<file path="src/include/sap_defs.svh">
`ifndef SAP_DEFS_SVH
`define SAP_DEFS_SVH

// ======================================================================
// Datapath widths
// ======================================================================

// Width of A, B, IR, the bus and every RAM word
`define SAP_DATA_WIDTH    8

// PC and MAR width, enough to reach every RAM word
`define SAP_ADDR_WIDTH    4

// Instruction layout is opcode in the high nibble, operand in the low one
`define SAP_OPCODE_WIDTH  4
`define SAP_OPERAND_WIDTH 4

// ======================================================================
// Status and storage
// ======================================================================

// Negative, carry and zero
`define SAP_FLAG_COUNT    3

// Unified program and data RAM
`define SAP_RAM_DEPTH     16

`endif

</file>
<file path="src/logic/arch_defs_pkg.sv">
`include "sap_defs.svh"

package arch_defs_pkg;

    // ==================================================================
    // Width types
    // ==================================================================
    typedef logic [`SAP_DATA_WIDTH-1:0]    data_t;
    typedef logic [`SAP_ADDR_WIDTH-1:0]    addr_t;
    typedef logic [`SAP_OPCODE_WIDTH-1:0]  opcode_t;
    typedef logic [`SAP_OPERAND_WIDTH-1:0] operand_t;
    typedef logic [1:0]                    alu_op_t;

    // ==================================================================
    // Instruction set
    // ==================================================================
    localparam opcode_t NOP = opcode_t'(0);
    localparam opcode_t LDA = opcode_t'(1);
    localparam opcode_t LDB = opcode_t'(2);
    localparam opcode_t LDI = opcode_t'(3);
    localparam opcode_t ADD = opcode_t'(4);
    localparam opcode_t SUB = opcode_t'(5);
    localparam opcode_t STA = opcode_t'(6);
    localparam opcode_t OUT = opcode_t'(7);
    localparam opcode_t JMP = opcode_t'(8);
    localparam opcode_t JZ  = opcode_t'(9);
    localparam opcode_t JC  = opcode_t'(10);
    localparam opcode_t JN  = opcode_t'(11);
    localparam opcode_t HLT = opcode_t'(12);

    // ALU operation select
    localparam alu_op_t ALU_ADD = 2'd0;
    localparam alu_op_t ALU_SUB = 2'd1;

    // Microstep counter, T0 and T1 are always the fetch
    typedef enum logic [2:0] {T0, T1, T2, T3, T4} microstep_t;

    // Bit 0 is zero, bit 2 is negative
    typedef struct packed {
        logic negative;
        logic carry;
        logic zero;
    } flags_t;

    // One microinstruction
    typedef struct packed {
        // Register load enables
        logic    load_a;
        logic    load_b;
        logic    load_ir;
        logic    load_pc;
        logic    load_mar;
        logic    load_ram;
        logic    load_o;
        logic    load_flags;
        logic    load_sets_zn;
        // Bus drivers, listed in priority order
        logic    oe_pc;
        logic    oe_ram;
        logic    oe_ir;
        logic    oe_alu;
        logic    oe_a;
        // Miscellaneous
        alu_op_t alu_op;
        logic    pc_enable;
        logic    halt;
    } control_word_t;

endpackage

</file>
<file path="src/logic/alu.sv">
`timescale 1ns/100ps
`include "sap_defs.svh"

module alu (
    input  logic                   clk,
    input  logic                   rst_i,
    input  arch_defs_pkg::data_t   a_i,
    input  arch_defs_pkg::data_t   b_i,
    input  arch_defs_pkg::alu_op_t alu_op_i,
    output arch_defs_pkg::data_t   result_o,
    output arch_defs_pkg::flags_t  flags_o
);

    // One extra bit catches the carry out or the borrow
    logic [`SAP_DATA_WIDTH:0] wide_d;
    arch_defs_pkg::data_t     result_q;
    arch_defs_pkg::flags_t    flags_q;

    // Unsigned add or subtract on zero-extended operands
    always_comb begin
        if (alu_op_i == arch_defs_pkg::ALU_SUB) begin
            wide_d = {1'b0, a_i} - {1'b0, b_i};
        end else begin
            wide_d = {1'b0, a_i} + {1'b0, b_i};
        end
    end

    // Result and flags latch every cycle
    // Microcode picks them up one step after selecting the operation
    always_ff @(posedge clk) begin
        if (rst_i) begin
            result_q <= '0;
            flags_q  <= '0;
        end else begin
            result_q         <= wide_d[`SAP_DATA_WIDTH-1:0];
            flags_q.zero     <= (wide_d[`SAP_DATA_WIDTH-1:0] == '0);
            flags_q.negative <= wide_d[`SAP_DATA_WIDTH-1];
            // For SUB a set top bit is a borrow, so carry means A >= B
            if (alu_op_i == arch_defs_pkg::ALU_SUB) begin
                flags_q.carry <= ~wide_d[`SAP_DATA_WIDTH];
            end else begin
                flags_q.carry <= wide_d[`SAP_DATA_WIDTH];
            end
        end
    end

    assign result_o = result_q;
    assign flags_o  = flags_q;

endmodule

</file>
<file path="src/logic/control_unit.sv">
`timescale 1ns/100ps

module control_unit (
    input  logic                         clk,
    input  logic                         rst_i,
    input  arch_defs_pkg::opcode_t       opcode_i,
    input  arch_defs_pkg::flags_t        flags_i,
    output arch_defs_pkg::control_word_t control_word_o
);

    arch_defs_pkg::microstep_t    step_q;
    arch_defs_pkg::microstep_t    step_next;
    arch_defs_pkg::microstep_t    step_inc;
    arch_defs_pkg::control_word_t cw;

    // Plain successor of the current step
    always_comb begin
        case (step_q)
            arch_defs_pkg::T0: step_inc = arch_defs_pkg::T1;
            arch_defs_pkg::T1: step_inc = arch_defs_pkg::T2;
            arch_defs_pkg::T2: step_inc = arch_defs_pkg::T3;
            arch_defs_pkg::T3: step_inc = arch_defs_pkg::T4;
            default:           step_inc = arch_defs_pkg::T0;
        endcase
    end

    // ==================================================================
    // Microcode ROM
    // ==================================================================
    always_comb begin
        cw        = '0;
        step_next = step_inc;
        if (step_q == arch_defs_pkg::T0) begin
            // Fetch address phase
            cw.oe_pc    = 1'b1;
            cw.load_mar = 1'b1;
        end else if (step_q == arch_defs_pkg::T1) begin
            // Fetch data phase, IR valid from the next cycle
            cw.oe_ram    = 1'b1;
            cw.load_ir   = 1'b1;
            cw.pc_enable = 1'b1;
        end else begin
            // Single-step opcodes finish here unless changed below
            step_next = arch_defs_pkg::T0;
            case (opcode_i)
                arch_defs_pkg::NOP: begin
                    // No execute step
                    // This slot already does the next fetch's address phase
                    cw.oe_pc    = 1'b1;
                    cw.load_mar = 1'b1;
                    step_next   = arch_defs_pkg::T1;
                end
                arch_defs_pkg::LDA,
                arch_defs_pkg::LDB,
                arch_defs_pkg::STA: begin
                    if (step_q == arch_defs_pkg::T2) begin
                        // Operand is the RAM address
                        cw.oe_ir    = 1'b1;
                        cw.load_mar = 1'b1;
                        step_next   = step_inc;
                    end else if (opcode_i == arch_defs_pkg::STA) begin
                        cw.load_ram = 1'b1;
                    end else begin
                        cw.oe_ram       = 1'b1;
                        cw.load_a       = (opcode_i == arch_defs_pkg::LDA);
                        cw.load_b       = (opcode_i == arch_defs_pkg::LDB);
                        cw.load_flags   = 1'b1;
                        cw.load_sets_zn = 1'b1;
                    end
                end
                arch_defs_pkg::LDI: begin
                    cw.oe_ir        = 1'b1;
                    cw.load_a       = 1'b1;
                    cw.load_flags   = 1'b1;
                    cw.load_sets_zn = 1'b1;
                end
                arch_defs_pkg::ADD,
                arch_defs_pkg::SUB: begin
                    // Same operation on both steps keeps the ALU output steady
                    if (opcode_i == arch_defs_pkg::SUB) begin
                        cw.alu_op = arch_defs_pkg::ALU_SUB;
                    end else begin
                        cw.alu_op = arch_defs_pkg::ALU_ADD;
                    end
                    if (step_q == arch_defs_pkg::T2) begin
                        // ALU latches A and B at the end of this step
                        step_next = step_inc;
                    end else begin
                        cw.oe_alu     = 1'b1;
                        cw.load_a     = 1'b1;
                        cw.load_flags = 1'b1;
                    end
                end
                arch_defs_pkg::OUT: begin
                    cw.oe_a   = 1'b1;
                    cw.load_o = 1'b1;
                end
                arch_defs_pkg::JMP: begin
                    cw.oe_ir   = 1'b1;
                    cw.load_pc = 1'b1;
                end
                arch_defs_pkg::JZ,
                arch_defs_pkg::JC,
                arch_defs_pkg::JN: begin
                    // Not taken just falls through to the next fetch
                    cw.oe_ir   = 1'b1;
                    cw.load_pc = ((opcode_i == arch_defs_pkg::JZ) && flags_i.zero)
                              || ((opcode_i == arch_defs_pkg::JC) && flags_i.carry)
                              || ((opcode_i == arch_defs_pkg::JN) && flags_i.negative);
                end
                arch_defs_pkg::HLT: begin
                    // Sequencer parks here until reset
                    cw.halt   = 1'b1;
                    step_next = step_q;
                end
                default: begin
                    // Unused opcodes do nothing for one step
                    cw = '0;
                end
            endcase
        end
    end

    always_ff @(posedge clk) begin
        if (rst_i) begin
            step_q <= arch_defs_pkg::T0;
        end else begin
            step_q <= step_next;
        end
    end

    assign control_word_o = cw;

endmodule

</file>
<file path="src/logic/cpu.sv">
`timescale 1ns/100ps
`include "sap_defs.svh"

module cpu (
    input  logic                  clk,
    input  logic                  rst_i,
    input  arch_defs_pkg::data_t  mem_rdata_i,
    output arch_defs_pkg::addr_t  mem_addr_o,
    output logic                  mem_read_o,
    output logic                  mem_write_o,
    output arch_defs_pkg::data_t  mem_wdata_o,
    output logic                  load_o,
    output logic                  halt_o,
    output arch_defs_pkg::flags_t flags_o
);

    arch_defs_pkg::control_word_t cw;
    arch_defs_pkg::data_t         bus;
    arch_defs_pkg::addr_t         pc_q;
    arch_defs_pkg::addr_t         mar_q;
    arch_defs_pkg::data_t         a_q;
    arch_defs_pkg::data_t         b_q;
    arch_defs_pkg::data_t         ir_q;
    arch_defs_pkg::opcode_t       opcode;
    arch_defs_pkg::operand_t      operand;
    arch_defs_pkg::data_t         alu_result;
    arch_defs_pkg::flags_t        alu_flags;
    arch_defs_pkg::flags_t        flags_d;
    logic [`SAP_FLAG_COUNT-1:0]   flags_q;

    // IR split into its two nibbles
    assign opcode  = ir_q[`SAP_DATA_WIDTH-1 -: `SAP_OPCODE_WIDTH];
    assign operand = ir_q[`SAP_OPERAND_WIDTH-1:0];

    // ==================================================================
    // Internal bus
    // ==================================================================

    // Priority mux in place of a tri-state bus
    // PC and operand are zero-extended to the data width
    always_comb begin
        if (cw.oe_pc) begin
            bus = {{(`SAP_DATA_WIDTH-`SAP_ADDR_WIDTH){1'b0}}, pc_q};
        end else if (cw.oe_ram) begin
            bus = mem_rdata_i;
        end else if (cw.oe_ir) begin
            bus = {{(`SAP_DATA_WIDTH-`SAP_OPERAND_WIDTH){1'b0}}, operand};
        end else if (cw.oe_alu) begin
            bus = alu_result;
        end else if (cw.oe_a) begin
            bus = a_q;
        end else begin
            bus = '0;
        end
    end

    // ==================================================================
    // Registers
    // ==================================================================

    // Jump load wins over increment
    always_ff @(posedge clk) begin
        if (rst_i) begin
            pc_q <= '0;
        end else if (cw.load_pc) begin
            pc_q <= bus[`SAP_ADDR_WIDTH-1:0];
        end else if (cw.pc_enable) begin
            pc_q <= pc_q + arch_defs_pkg::addr_t'(1);
        end
    end

    // A, B, MAR and IR all load from the bus
    always_ff @(posedge clk) begin
        if (rst_i) begin
            a_q   <= '0;
            b_q   <= '0;
            mar_q <= '0;
            ir_q  <= '0;
        end else begin
            if (cw.load_a) begin
                a_q <= bus;
            end
            if (cw.load_b) begin
                b_q <= bus;
            end
            if (cw.load_mar) begin
                mar_q <= bus[`SAP_ADDR_WIDTH-1:0];
            end
            if (cw.load_ir) begin
                ir_q <= bus;
            end
        end
    end

    // ==================================================================
    // Flags
    // ==================================================================

    // Loads take Z and N from the bus value and always clear carry
    always_comb begin
        flags_d = alu_flags;
        if (cw.load_sets_zn) begin
            flags_d.zero     = (bus == '0);
            flags_d.negative = bus[`SAP_DATA_WIDTH-1];
            flags_d.carry    = 1'b0;
        end
    end

    always_ff @(posedge clk) begin
        if (rst_i) begin
            flags_q <= '0;
        end else if (cw.load_flags) begin
            flags_q <= flags_d;
        end
    end

    assign flags_o = flags_q;

    // Memory bus, store data always comes from A
    assign mem_addr_o  = mar_q;
    assign mem_read_o  = cw.oe_ram;
    assign mem_write_o = cw.load_ram;
    assign mem_wdata_o = a_q;
    assign load_o      = cw.load_o;
    assign halt_o      = cw.halt;

    control_unit u_control_unit (
        .clk            (clk),
        .rst_i          (rst_i),
        .opcode_i       (opcode),
        .flags_i        (flags_o),
        .control_word_o (cw)
    );

    alu u_alu (
        .clk      (clk),
        .rst_i    (rst_i),
        .a_i      (a_q),
        .b_i      (b_q),
        .alu_op_i (cw.alu_op),
        .result_o (alu_result),
        .flags_o  (alu_flags)
    );

endmodule

</file>
<file path="src/logic/memory_io.sv">
`timescale 1ns/100ps
`include "sap_defs.svh"

module memory_io (
    input  logic                 clk,
    input  logic                 rst_i,
    input  logic                 prog_we_i,
    input  arch_defs_pkg::addr_t prog_addr_i,
    input  arch_defs_pkg::data_t prog_data_i,
    input  arch_defs_pkg::addr_t mem_addr_i,
    input  logic                 mem_read_i,
    input  logic                 mem_write_i,
    input  logic                 load_i,
    input  arch_defs_pkg::data_t mem_wdata_i,
    output arch_defs_pkg::data_t mem_rdata_o,
    output arch_defs_pkg::data_t out_o,
    output logic                 out_valid_o
);

    arch_defs_pkg::data_t ram_q [`SAP_RAM_DEPTH];
    arch_defs_pkg::data_t out_q;
    logic                 out_valid_q;

    // Program port owns the RAM while the CPU is in reset
    always_ff @(posedge clk) begin
        if (rst_i) begin
            if (prog_we_i) begin
                ram_q[prog_addr_i] <= prog_data_i;
            end
        end else if (mem_write_i) begin
            ram_q[mem_addr_i] <= mem_wdata_i;
        end
    end

    // Asynchronous read, bus reads zero when not selected
    assign mem_rdata_o = mem_read_i ? ram_q[mem_addr_i] : '0;

    // Output port, valid pulses once per OUT
    always_ff @(posedge clk) begin
        if (rst_i) begin
            out_q       <= '0;
            out_valid_q <= 1'b0;
        end else begin
            out_valid_q <= load_i;
            if (load_i) begin
                out_q <= mem_wdata_i;
            end
        end
    end

    assign out_o       = out_q;
    assign out_valid_o = out_valid_q;

endmodule

</file>
<file path="src/logic/sap_top.sv">
`timescale 1ns/100ps

module sap_top (
    input  logic                  clk,
    input  logic                  rst_i,
    input  logic                  prog_we_i,
    input  arch_defs_pkg::addr_t  prog_addr_i,
    input  arch_defs_pkg::data_t  prog_data_i,
    output arch_defs_pkg::data_t  out_o,
    output logic                  out_valid_o,
    output logic                  halt_o,
    output arch_defs_pkg::flags_t flags_o
);

    // ======================= CPU to memory ============================
    arch_defs_pkg::addr_t mem_addr;
    arch_defs_pkg::data_t mem_rdata;
    arch_defs_pkg::data_t mem_wdata;
    logic                 mem_read;
    logic                 mem_write;
    logic                 load_out;

    cpu u_cpu (
        .clk         (clk),
        .rst_i       (rst_i),
        .mem_rdata_i (mem_rdata),
        .mem_addr_o  (mem_addr),
        .mem_read_o  (mem_read),
        .mem_write_o (mem_write),
        .mem_wdata_o (mem_wdata),
        .load_o      (load_out),
        .halt_o      (halt_o),
        .flags_o     (flags_o)
    );

    // RAM plus output port, loaded through the program port during reset
    memory_io u_memory_io (
        .clk         (clk),
        .rst_i       (rst_i),
        .prog_we_i   (prog_we_i),
        .prog_addr_i (prog_addr_i),
        .prog_data_i (prog_data_i),
        .mem_addr_i  (mem_addr),
        .mem_read_i  (mem_read),
        .mem_write_i (mem_write),
        .load_i      (load_out),
        .mem_wdata_i (mem_wdata),
        .mem_rdata_o (mem_rdata),
        .out_o       (out_o),
        .out_valid_o (out_valid_o)
    );

endmodule

</file>
<file path="config.mk">
export PLATFORM = sky130hd
export DESIGN_NAME = sap_top
export DESIGN_NICKNAME = d
export VERILOG_FILES = /design/src/logic/arch_defs_pkg.sv /design/src/logic/alu.sv /design/src/logic/control_unit.sv /design/src/logic/cpu.sv /design/src/logic/memory_io.sv /design/src/logic/sap_top.sv
export VERILOG_INCLUDE_DIRS = /design/src /design/src/include
export SDC_FILE = /design/constraint.sdc
export NUM_CORES = 1
export LEC_CHECK = 0
export BUFFER_PORTS_ARGS = -buffer_cell sky130_fd_sc_hd__buf_4
export CORE_AREA = 2 2 147 149
export CTS_BUF_LIST = sky130_fd_sc_hd__clkbuf_4
export CTS_CLUSTER_DIAMETER = 200
export DETAILED_ROUTE_END_ITERATION = 16
export DIE_AREA = 0 0 149 151
export GPL_ROUTABILITY_DRIVEN = 0
export PLACE_DENSITY = 0.52
export SYNTH_ARGS = -nofsm -noshare
export SYNTH_HDL_FRONTEND = slang
export SYNTH_SLANG_ARGS = --single-unit
</file>
<file path="constraint.sdc">
create_clock -name clk -period 3.2 [get_ports clk]
set_input_delay 0.32 -clock clk [delete_from_list [all_inputs] [get_ports clk]]
set_output_delay 0.32 -clock clk [all_outputs]
set_load 0.01 [all_outputs]
</file>
==> impl_metrics.xml, run 1 <==
<?xml version="1.0" encoding="UTF-8"?>
<metrics>
  <group name="global_route">
    <metric name="grt_max_degree" unit="">33</metric>
    <metric name="grt_antenna_before_repair" unit="">1</metric>
    <metric name="wire_length_of_the_first_global_routing_pass" unit="mm">31.3</metric>
    <metric name="grt_pass1_vias" unit="">5184</metric>
    <metric name="global_route.overflow_total" unit="">0</metric>
    <metric name="grt_use_total" unit="%">19.1</metric>
  </group>
  <group name="clocking">
    <metric name="clock_insertion_delay_worst_skew" unit="ps">590</metric>
    <metric name="clock_tree.htree_level_count" unit="">4</metric>
    <metric name="cts-buffers-inserted" unit="">17</metric>
    <metric name="clk_root_buffer_cell" unit="">sky130_fd_sc_hd__clkbuf_4</metric>
    <metric name="clock-sinks" unit="">188</metric>
    <metric name="cts_tree" unit="">done</metric>
    <metric name="clkTransAtPathRegs" unit="ps">180</metric>
    <metric name="clock_path_buffers" unit="">2</metric>
    <metric name="cts_post_setup_buffers_inserted" unit="">0</metric>
  </group>
  <group name="placement">
    <metric name="dpl_worst_slack" unit="ps">274</metric>
    <metric name="place.port_buffers" unit="">27</metric>
    <metric name="placement.cell_area" unit="sq um">8880</metric>
    <metric name="detailedPlacementHpwl" unit="mm">14.1</metric>
  </group>
  <group name="logic_synthesis">
    <metric name="post-synth-top-area-fraction" unit="%">46.9</metric>
    <metric name="post_synthesis_net_count" unit="">643</metric>
    <metric name="yosys_warnings" unit="">0</metric>
    <metric name="edff_count_synth" unit="">128</metric>
    <metric name="synth.ff_latch_count" unit="">188</metric>
    <metric name="synth_top_family_by_area" unit="">multiplexers</metric>
    <metric name="synth_flop_cell" unit="">sky130_fd_sc_hd__edfxtp_1</metric>
    <metric name="post_synth_inst_count" unit="">617</metric>
    <metric name="muxShareOfSynthArea" unit="%">12.0</metric>
    <metric name="synth.avg_cell_area" unit="sq um">13.3</metric>
    <metric name="share_of_synthesized_area_occupied_by_flip_flops_and_latches" unit="%">61.5</metric>
    <metric name="synth.top_cells.by_area" unit="">sky130_fd_sc_hd__edfxtp_1, sky130_fd_sc_hd__dfxtp_1, sky130_fd_sc_hd__mux4_2, sky130_fd_sc_hd__nor2_1, sky130_fd_sc_hd__mux2_2</metric>
    <metric name="synth_xor_xnor_area_share" unit="%">1.49</metric>
    <metric name="synth_fa_ha_area_share" unit="%">1.89</metric>
    <metric name="synth-compound-area-share" unit="%">10.1</metric>
    <metric name="yosysTopAreaCell" unit="">sky130_fd_sc_hd__edfxtp_1</metric>
    <metric name="synthArstFlopShare" unit="%">0</metric>
    <metric name="synth_cell_types" unit="">64</metric>
    <metric name="synthesis.area" unit="sq um">8200</metric>
    <metric name="simple_gate_area_share_of_the_yosys_netlist" unit="%">10.4</metric>
  </group>
  <group name="detailed_routing">
    <metric name="drc" unit="">0</metric>
    <metric name="route.final.wire_length" unit="mm">20.7</metric>
    <metric name="wl_per_cell" unit="um">21.6</metric>
    <metric name="vias" unit="">5257</metric>
    <metric name="drt_pass1_iterations" unit="">5</metric>
    <metric name="first_iter_violations" unit="">413</metric>
    <metric name="vias_per_cell" unit="">5.49</metric>
    <metric name="antenna_left" unit="">0</metric>
  </group>
  <group name="sta">
    <metric name="totalNegativeSetupSlack" unit="ps">0</metric>
    <metric name="timing_max_transition_violations_final" unit="">0</metric>
    <metric name="postLayoutSetupSlackWorst" unit="ps">275</metric>
    <metric name="timing.slew.headroom" unit="%">32.2</metric>
    <metric name="hold_viol" unit="">0</metric>
    <metric name="fin_skew" unit="ps">45.0</metric>
    <metric name="transition_time_at_the_pin_with_the_least_slew_margin" unit="ps">1010</metric>
    <metric name="achievable-frequency" unit="GHz">0.342</metric>
    <metric name="post-route-period-util" unit="%">91.4</metric>
    <metric name="setup_viol" unit="">0</metric>
    <metric name="unrepaired_setup_endpoints_after_global_routing" unit="">false</metric>
    <metric name="hold-worst-slack" unit="ps">263</metric>
    <metric name="finalWorstPathRequiredPeriod" unit="ps">2930</metric>
  </group>
  <group name="job">
    <metric name="drv.max_cap_violation_count" unit="">0</metric>
  </group>
  <group name="critical_path">
    <metric name="critPathLaunchType" unit="">flop</metric>
    <metric name="critical_path_fanout_max" unit="">26</metric>
    <metric name="critical_path_arrival" unit="ps">3330</metric>
    <metric name="critPathRequiredTime" unit="ps">3600</metric>
    <metric name="rrSetupSlack" unit="ps">270</metric>
    <metric name="crit_type" unit="">flop to flop</metric>
    <metric name="critPathCaptureType" unit="">flop</metric>
  </group>
  <group name="hold_path">
    <metric name="hold_path.class" unit="">primary input to flop</metric>
  </group>
  <group name="power">
    <metric name="powerDensity" unit="nW/um^2">615</metric>
    <metric name="vdd_drop_max" unit="V">0.000258</metric>
    <metric name="total_leakage_power" unit="nW">3.05</metric>
  </group>
  <group name="cells_and_area">
    <metric name="ff_latch_area" unit="sq um">5050</metric>
    <metric name="multi_input_comb_area" unit="sq um">2940</metric>
    <metric name="post_route_cells_drive_above_1_share" unit="%">21.7</metric>
    <metric name="fillers" unit="">1933</metric>
    <metric name="synthToLayoutAreaGrowth" unit="%">11.8</metric>
    <metric name="finish.instance_area" unit="sq um">9170</metric>
    <metric name="num-nets-final" unit="">695</metric>
  </group>
  <group name="floorplan">
    <metric name="floorplan.die.width" unit="um">149</metric>
    <metric name="die_h" unit="um">151</metric>
    <metric name="initial_cell_density_of_the_core" unit="%">39.4</metric>
    <metric name="die_area" unit="sq um">22500</metric>
    <metric name="floorplan.io_pins" unit="">28</metric>
    <metric name="floorplan.rows" unit="">53</metric>
    <metric name="core_area" unit="sq um">20800</metric>
  </group>
  <group name="status">
    <metric name="outcome" unit="">finished clean</metric>
  </group>
</metrics>
## metal layers
metal | vias up | GRT usage (%) | share of wire (%)
met4 | 0 | 4.86 | 1.6
met1 | 2628 | 24.7 | 43
met3 | 18 | 3.86 | 4.7
li1 | 2462 | - | -
met2 | 149 | 33.2 | 51
met5 | - | 0 | 0
## synthesized netlist by cell type, drive strengths merged (2+ instances only)
cell type	number
clkbuf	20
a211oi	20
a311oi	8
and3	2
a221o	3
a222oi	2
nand4	3
ha	10
xor2	2
nor3	11
edfxtp	128
buf	14
xnor2	12
a22oi	4
dfxtp	60
nor4b	2
a2bb2oi	2
o21a	4
nor2b	7
inv	12
or2	2
nand2	48
o22ai	6
nor3b	4
o21ai	16
a21boi	5
mux2i	10
nand3	4
o32ai	2
a31oi	8
nor2	90
mux4	29
mux2	18
nand2b	7
a221oi	2
a21oi	19
or3	3
## layout make-up
cell class	count	share of cell area [%]
sequential	188	55.0
multi-input combinational	383	32.1
timing repair buffer	67	5.48
tap	275	3.75
clock inverter	15	1.76
clock buffer	17	1.39
inverter	12	0.491
antenna	1	0.0273
## flip-flops by register name, indices dropped and copies added, names as in the netlist, named ones only
| signal | flops |
|---|---|
| u_memory_io.out_o | 8 |
| u_cpu.b_q | 8 |
| u_cpu.u_alu.flags_o | 2 |
| u_cpu.ir_q | 8 |
| u_memory_io.out_valid_o | 1 |
| u_cpu.flags_o | 3 |
| u_cpu.u_control_unit.step_q | 2 |
| u_cpu.mem_addr_o | 4 |
| u_memory_io.ram_q | 128 |
| u_cpu.u_alu.result_o | 8 |
| u_cpu.pc_q | 4 |
| u_cpu.mem_wdata_o | 8 |
## worst paths after layout
kind                        startpoint                 endpoint  depth (start not counted)
setup / recovery                  flop                     flop                          7
hold / removal          prog_data_i[0]  u_memory_io.ram_q[0][0]                          4
setup reg to reg                  flop                     flop                          7
hold reg to reg   u_memory_io.out_o[4]     u_memory_io.out_o[4]                          2
## cells in the final DEF (no fill, tap or decap), types with 4 or more instances in the layout
| cell type | instances |
|---|---|
| sky130_fd_sc_hd__edfxtp_1 | 128 |
| sky130_fd_sc_hd__nor2_1 | 90 |
| sky130_fd_sc_hd__buf_4 | 67 |
| sky130_fd_sc_hd__dfxtp_1 | 59 |
| sky130_fd_sc_hd__nand2_1 | 48 |
| sky130_fd_sc_hd__mux4_2 | 22 |
| sky130_fd_sc_hd__a211oi_1 | 20 |
| sky130_fd_sc_hd__a21oi_1 | 19 |
| sky130_fd_sc_hd__mux2_2 | 18 |
| sky130_fd_sc_hd__clkbuf_4 | 17 |
| sky130_fd_sc_hd__o21ai_0 | 14 |
| sky130_fd_sc_hd__inv_1 | 12 |
| sky130_fd_sc_hd__xnor2_1 | 12 |
| sky130_fd_sc_hd__nor3_1 | 10 |
| sky130_fd_sc_hd__mux2i_1 | 10 |
| sky130_fd_sc_hd__ha_1 | 10 |
| sky130_fd_sc_hd__a31oi_1 | 8 |
| sky130_fd_sc_hd__nand2b_1 | 7 |
| sky130_fd_sc_hd__nor2b_1 | 7 |
| sky130_fd_sc_hd__mux4_1 | 7 |
| sky130_fd_sc_hd__a311oi_1 | 7 |
| sky130_fd_sc_hd__o22ai_1 | 6 |
| sky130_fd_sc_hd__inv_8 | 5 |
| sky130_fd_sc_hd__nor3b_1 | 4 |
| sky130_fd_sc_hd__o21a_1 | 4 |
| sky130_fd_sc_hd__a22oi_1 | 4 |
| sky130_fd_sc_hd__a21boi_0 | 4 |
| sky130_fd_sc_hd__inv_6 | 4 |
## what timing repair did
item	4_1_cts	5_1_grt
gates resized for setup	0	1
hold buffers	0	0
endpoints found under the setup margin	0	1
## worst max-delay path, cell delays in order (launching register included)
cell,delay [ps]
sky130_fd_sc_hd__dfxtp_2,900
sky130_fd_sc_hd__buf_4,290
sky130_fd_sc_hd__mux4_2,510
sky130_fd_sc_hd__mux2i_1,130
sky130_fd_sc_hd__o21ai_0,100
sky130_fd_sc_hd__o22ai_1,260
sky130_fd_sc_hd__a21boi_2,410
sky130_fd_sc_hd__a211oi_1,180
## cells by family after synthesis
family	after synthesis
AO/OA/AOI/OAI	111
AND/OR/NAND/NOR	189
multiplexers	57
adder cells (fa/ha/maj)	12
buffers and inverters	46
flip-flops	188
XOR/XNOR	14
## metrics by stage
step | instances | total power, mW | utilization, %
after CTS | 957 | 5.68 | 44.0
after detailed placement | 925 | 4.39 | 42.7
after floorplan | 617 | 3.94 | -
after global placement | 925 | 4.38 | 42.7
final | 958 | 5.64 | 44.1
after global routing | 958 | 5.92 | 44.1
## power by group
part	internal [mW]	switching, mW
logic	0.659	0.779
clock network	0.364	0.939
registers	2.71	0.187
No activity file was read; power rests on OpenSTA's default activity.
==> inputs of run 2 (changes only) <==
Settings changed: CELL_PAD_IN_SITES_DETAIL_PLACEMENT from default to 1, CELL_PAD_IN_SITES_GLOBAL_PLACEMENT from default to 1, CORE_AREA 2 2 147 149 to 2 2 139 141, DIE_AREA 0 0 149 151 to 0 0 141 143, PLACE_DENSITY 0.52 to 0.66.
==> run 2 against run 1 <==
Compared with the run above:
- global-route usage grew 3.9 points
- wire length rose by 6.0%
- sequential power down 1%
- power up 0.54%
- die area decreased by 10%
- clock skew is 25 ps lower
- largest cell class unchanged
- highest routed layer unchanged
==> impl_metrics.xml, run 2 (synthesized netlist as in run 1, its figures left out) <==
<?xml version="1.0" encoding="UTF-8"?>
<metrics>
  <group name="clocking">
    <metric name="clock-sinks" unit="">188</metric>
    <metric name="holdBufCountCts" unit="">1</metric>
    <metric name="ctsResizeCount" unit="">0</metric>
    <metric name="cts-buffers-inserted" unit="">17</metric>
    <metric name="clock_tree.htree_level_count" unit="">4</metric>
    <metric name="clock_path_buffers" unit="">2</metric>
    <metric name="clkTransAtPathRegs" unit="ps">160</metric>
    <metric name="cts_post_setup_buffers_inserted" unit="">0</metric>
    <metric name="cts_tree" unit="">done</metric>
    <metric name="clk_root_buffer_cell" unit="">sky130_fd_sc_hd__clkbuf_4</metric>
    <metric name="clock_insertion_delay_worst_skew" unit="ps">600</metric>
  </group>
  <group name="job">
    <metric name="drv.max_cap_violation_count" unit="">0</metric>
  </group>
  <group name="detailed_routing">
    <metric name="drt_pass1_iterations" unit="">5</metric>
    <metric name="vias" unit="">5268</metric>
    <metric name="first_iter_violations" unit="">369</metric>
    <metric name="drc" unit="">0</metric>
    <metric name="met3_length" unit="um">777</metric>
    <metric name="met2WireLength" unit="mm">11.4</metric>
    <metric name="antenna_left" unit="">0</metric>
    <metric name="route.final.wire_length" unit="mm">21.9</metric>
    <metric name="topRoutingLayerUsed" unit="">met4</metric>
    <metric name="route.layer.met1.wl" unit="mm">9.22</metric>
    <metric name="wl_per_cell" unit="um">23.9</metric>
    <metric name="vias_per_cell" unit="">5.75</metric>
  </group>
  <group name="status">
    <metric name="outcome" unit="">finished clean</metric>
  </group>
  <group name="global_route">
    <metric name="grt_use_total" unit="%">23.0</metric>
    <metric name="grt_max_degree" unit="">32</metric>
    <metric name="grt_pass1_vias" unit="">5537</metric>
    <metric name="wire_length_of_the_first_global_routing_pass" unit="mm">33.5</metric>
    <metric name="grt_antenna_before_repair" unit="">1</metric>
    <metric name="global_route.overflow_total" unit="">0</metric>
  </group>
  <group name="power">
    <metric name="power.share.switching" unit="%">33.3</metric>
    <metric name="p_switching" unit="mW">1.89</metric>
    <metric name="total_leakage_power" unit="nW">3.04</metric>
    <metric name="share_comb_of_total_power" unit="%">26.3</metric>
    <metric name="vdd_drop_max" unit="V">0.000331</metric>
    <metric name="powerDensity" unit="nW/um^2">623</metric>
    <metric name="p_clk_share" unit="%">23.3</metric>
    <metric name="internal_power" unit="mW">3.78</metric>
    <metric name="seq_power_share" unit="%">50.4</metric>
    <metric name="p_total" unit="mW">5.67</metric>
  </group>
  <group name="critical_path">
    <metric name="critical_path_fanout_max" unit="">24</metric>
    <metric name="critPathRequiredTime" unit="ps">3660</metric>
    <metric name="critPathCaptureType" unit="">flop</metric>
    <metric name="crit_type" unit="">flop to flop</metric>
    <metric name="critical_path_arrival" unit="ps">3410</metric>
    <metric name="rrSetupSlack" unit="ps">250</metric>
    <metric name="reg2regPathDepth" unit="">4</metric>
    <metric name="critPathLaunchType" unit="">flop</metric>
  </group>
  <group name="sta">
    <metric name="totalNegativeSetupSlack" unit="ps">0</metric>
    <metric name="fin_skew" unit="ps">20.0</metric>
    <metric name="timing.slew.headroom" unit="%">42.7</metric>
    <metric name="achievable-frequency" unit="GHz">0.339</metric>
    <metric name="timing_max_transition_violations_final" unit="">0</metric>
    <metric name="finalWorstPathRequiredPeriod" unit="ps">2950</metric>
    <metric name="setup_viol" unit="">0</metric>
    <metric name="unrepaired_setup_endpoints_after_global_routing" unit="">false</metric>
    <metric name="post-route-period-util" unit="%">92.2</metric>
    <metric name="transition_time_at_the_pin_with_the_least_slew_margin" unit="ps">856</metric>
    <metric name="hold_viol" unit="">0</metric>
  </group>
  <group name="cells_and_area">
    <metric name="final_cell_mix" unit="">sky130_fd_sc_hd__edfxtp_1, sky130_fd_sc_hd__nor2_1, sky130_fd_sc_hd__buf_4</metric>
    <metric name="ff_latch_area" unit="sq um">5050</metric>
    <metric name="register_with_the_most_flip_flops" unit="">u_memory_io.ram_q</metric>
    <metric name="post_route_cells_drive_above_1_share" unit="%">21.3</metric>
    <metric name="largest_register_ffs" unit="">128</metric>
    <metric name="fillers" unit="">1907</metric>
    <metric name="num-nets-final" unit="">694</metric>
    <metric name="mostFrequentLayoutCell" unit="">sky130_fd_sc_hd__edfxtp_1</metric>
    <metric name="multi_input_comb_area" unit="sq um">2940</metric>
    <metric name="synthToLayoutAreaGrowth" unit="%">11.0</metric>
  </group>
  <group name="floorplan">
    <metric name="floorplan.io_pins" unit="">28</metric>
    <metric name="die_area" unit="sq um">20200</metric>
    <metric name="die_h" unit="um">143</metric>
    <metric name="floorplan.rows" unit="">50</metric>
    <metric name="initial_cell_density_of_the_core" unit="%">44.1</metric>
    <metric name="core_area" unit="sq um">18600</metric>
    <metric name="floorplan.die.width" unit="um">141</metric>
  </group>
  <group name="placement">
    <metric name="detailedPlacementHpwl" unit="mm">15.2</metric>
    <metric name="place.port_buffers" unit="">27</metric>
  </group>
  <group name="hold_path">
    <metric name="hold_path.class" unit="">primary input to flop</metric>
  </group>
</metrics>
-- run 2: changes by cell type in the layout (fill, tap and decap cells not counted), sizes merged --
cell,before,now
buf,67,65
bufinv,0,1
clkinv,6,5
dlygate4sd3,0,1
-- run 2: worst min-delay path by stage --
stage,from,end,cells past startpoint
2_1_floorplan,u_cpu.u_alu.flags_o[1],u_cpu.flags_o[1],2
3_3_place_gp,u_memory_io.out_o[6],u_memory_io.out_o[6],2
3_5_place_dp,u_memory_io.out_o[7],u_memory_io.out_o[7],2
4_1_cts,prog_data_i[4],u_memory_io.ram_q[3][4],2
5_1_grt,prog_data_i[0],u_memory_io.ram_q[5][0],4
6_report,prog_data_i[0],u_memory_io.ram_q[14][0],4
-- run 2: power by group through the flow --
stage | Combinational, mW | Clock (mW) | Sequential (mW)
2_1_floorplan | 1.12 | 0 | 2.82
3_3_place_gp | 1.45 | 0 | 2.91
3_5_place_dp | 1.48 | 0 | 2.91
4_1_cts | 1.49 | 1.35 | 2.86
5_1_grt | 1.62 | 1.44 | 2.88
6_report | 1.49 | 1.32 | 2.86
-- run 2: area by class of cell --
| cell class | instances | share of cell area (%) |
|---|---|---|
| multi-input cells | 383 | 32.3 |
| diodes | 1 | 0.0275 |
| clock inverters | 15 | 1.64 |
| clock buffers | 17 | 1.40 |
| inverters | 12 | 0.495 |
| well taps | 234 | 3.22 |
| repair buffers | 66 | 5.47 |
| flip-flops and latches | 188 | 55.4 |
-- run 2: metrics by stage --
stage	hold slack, ps	cells	util (%)	setup slack (ps)	instance area, sq um
finish	264	916	49.0	248	9100
global placement	447	882	47.4	282	8810
CTS	234	915	49.0	236	9100
global route	231	916	49.0	28.1	9100
floorplan	443	617	-	302	8200
detailed placement	455	882	47.4	271	8810
-- run 2: routing by layer --
layer,track usage [%],up-vias
li1,-,2458
met1,28.6,2676
met2,40.5,102
met3,4.59,32
met4,7.84,0
met5,0,-
-- run 2: worst max-delay path: stages, from the launching register on --
cell and delay, ps:
sky130_fd_sc_hd__dfxtp_2 860, sky130_fd_sc_hd__mux4_1 700, sky130_fd_sc_hd__mux4_2 580, sky130_fd_sc_hd__a221oi_4 450, sky130_fd_sc_hd__a311oi_1 210
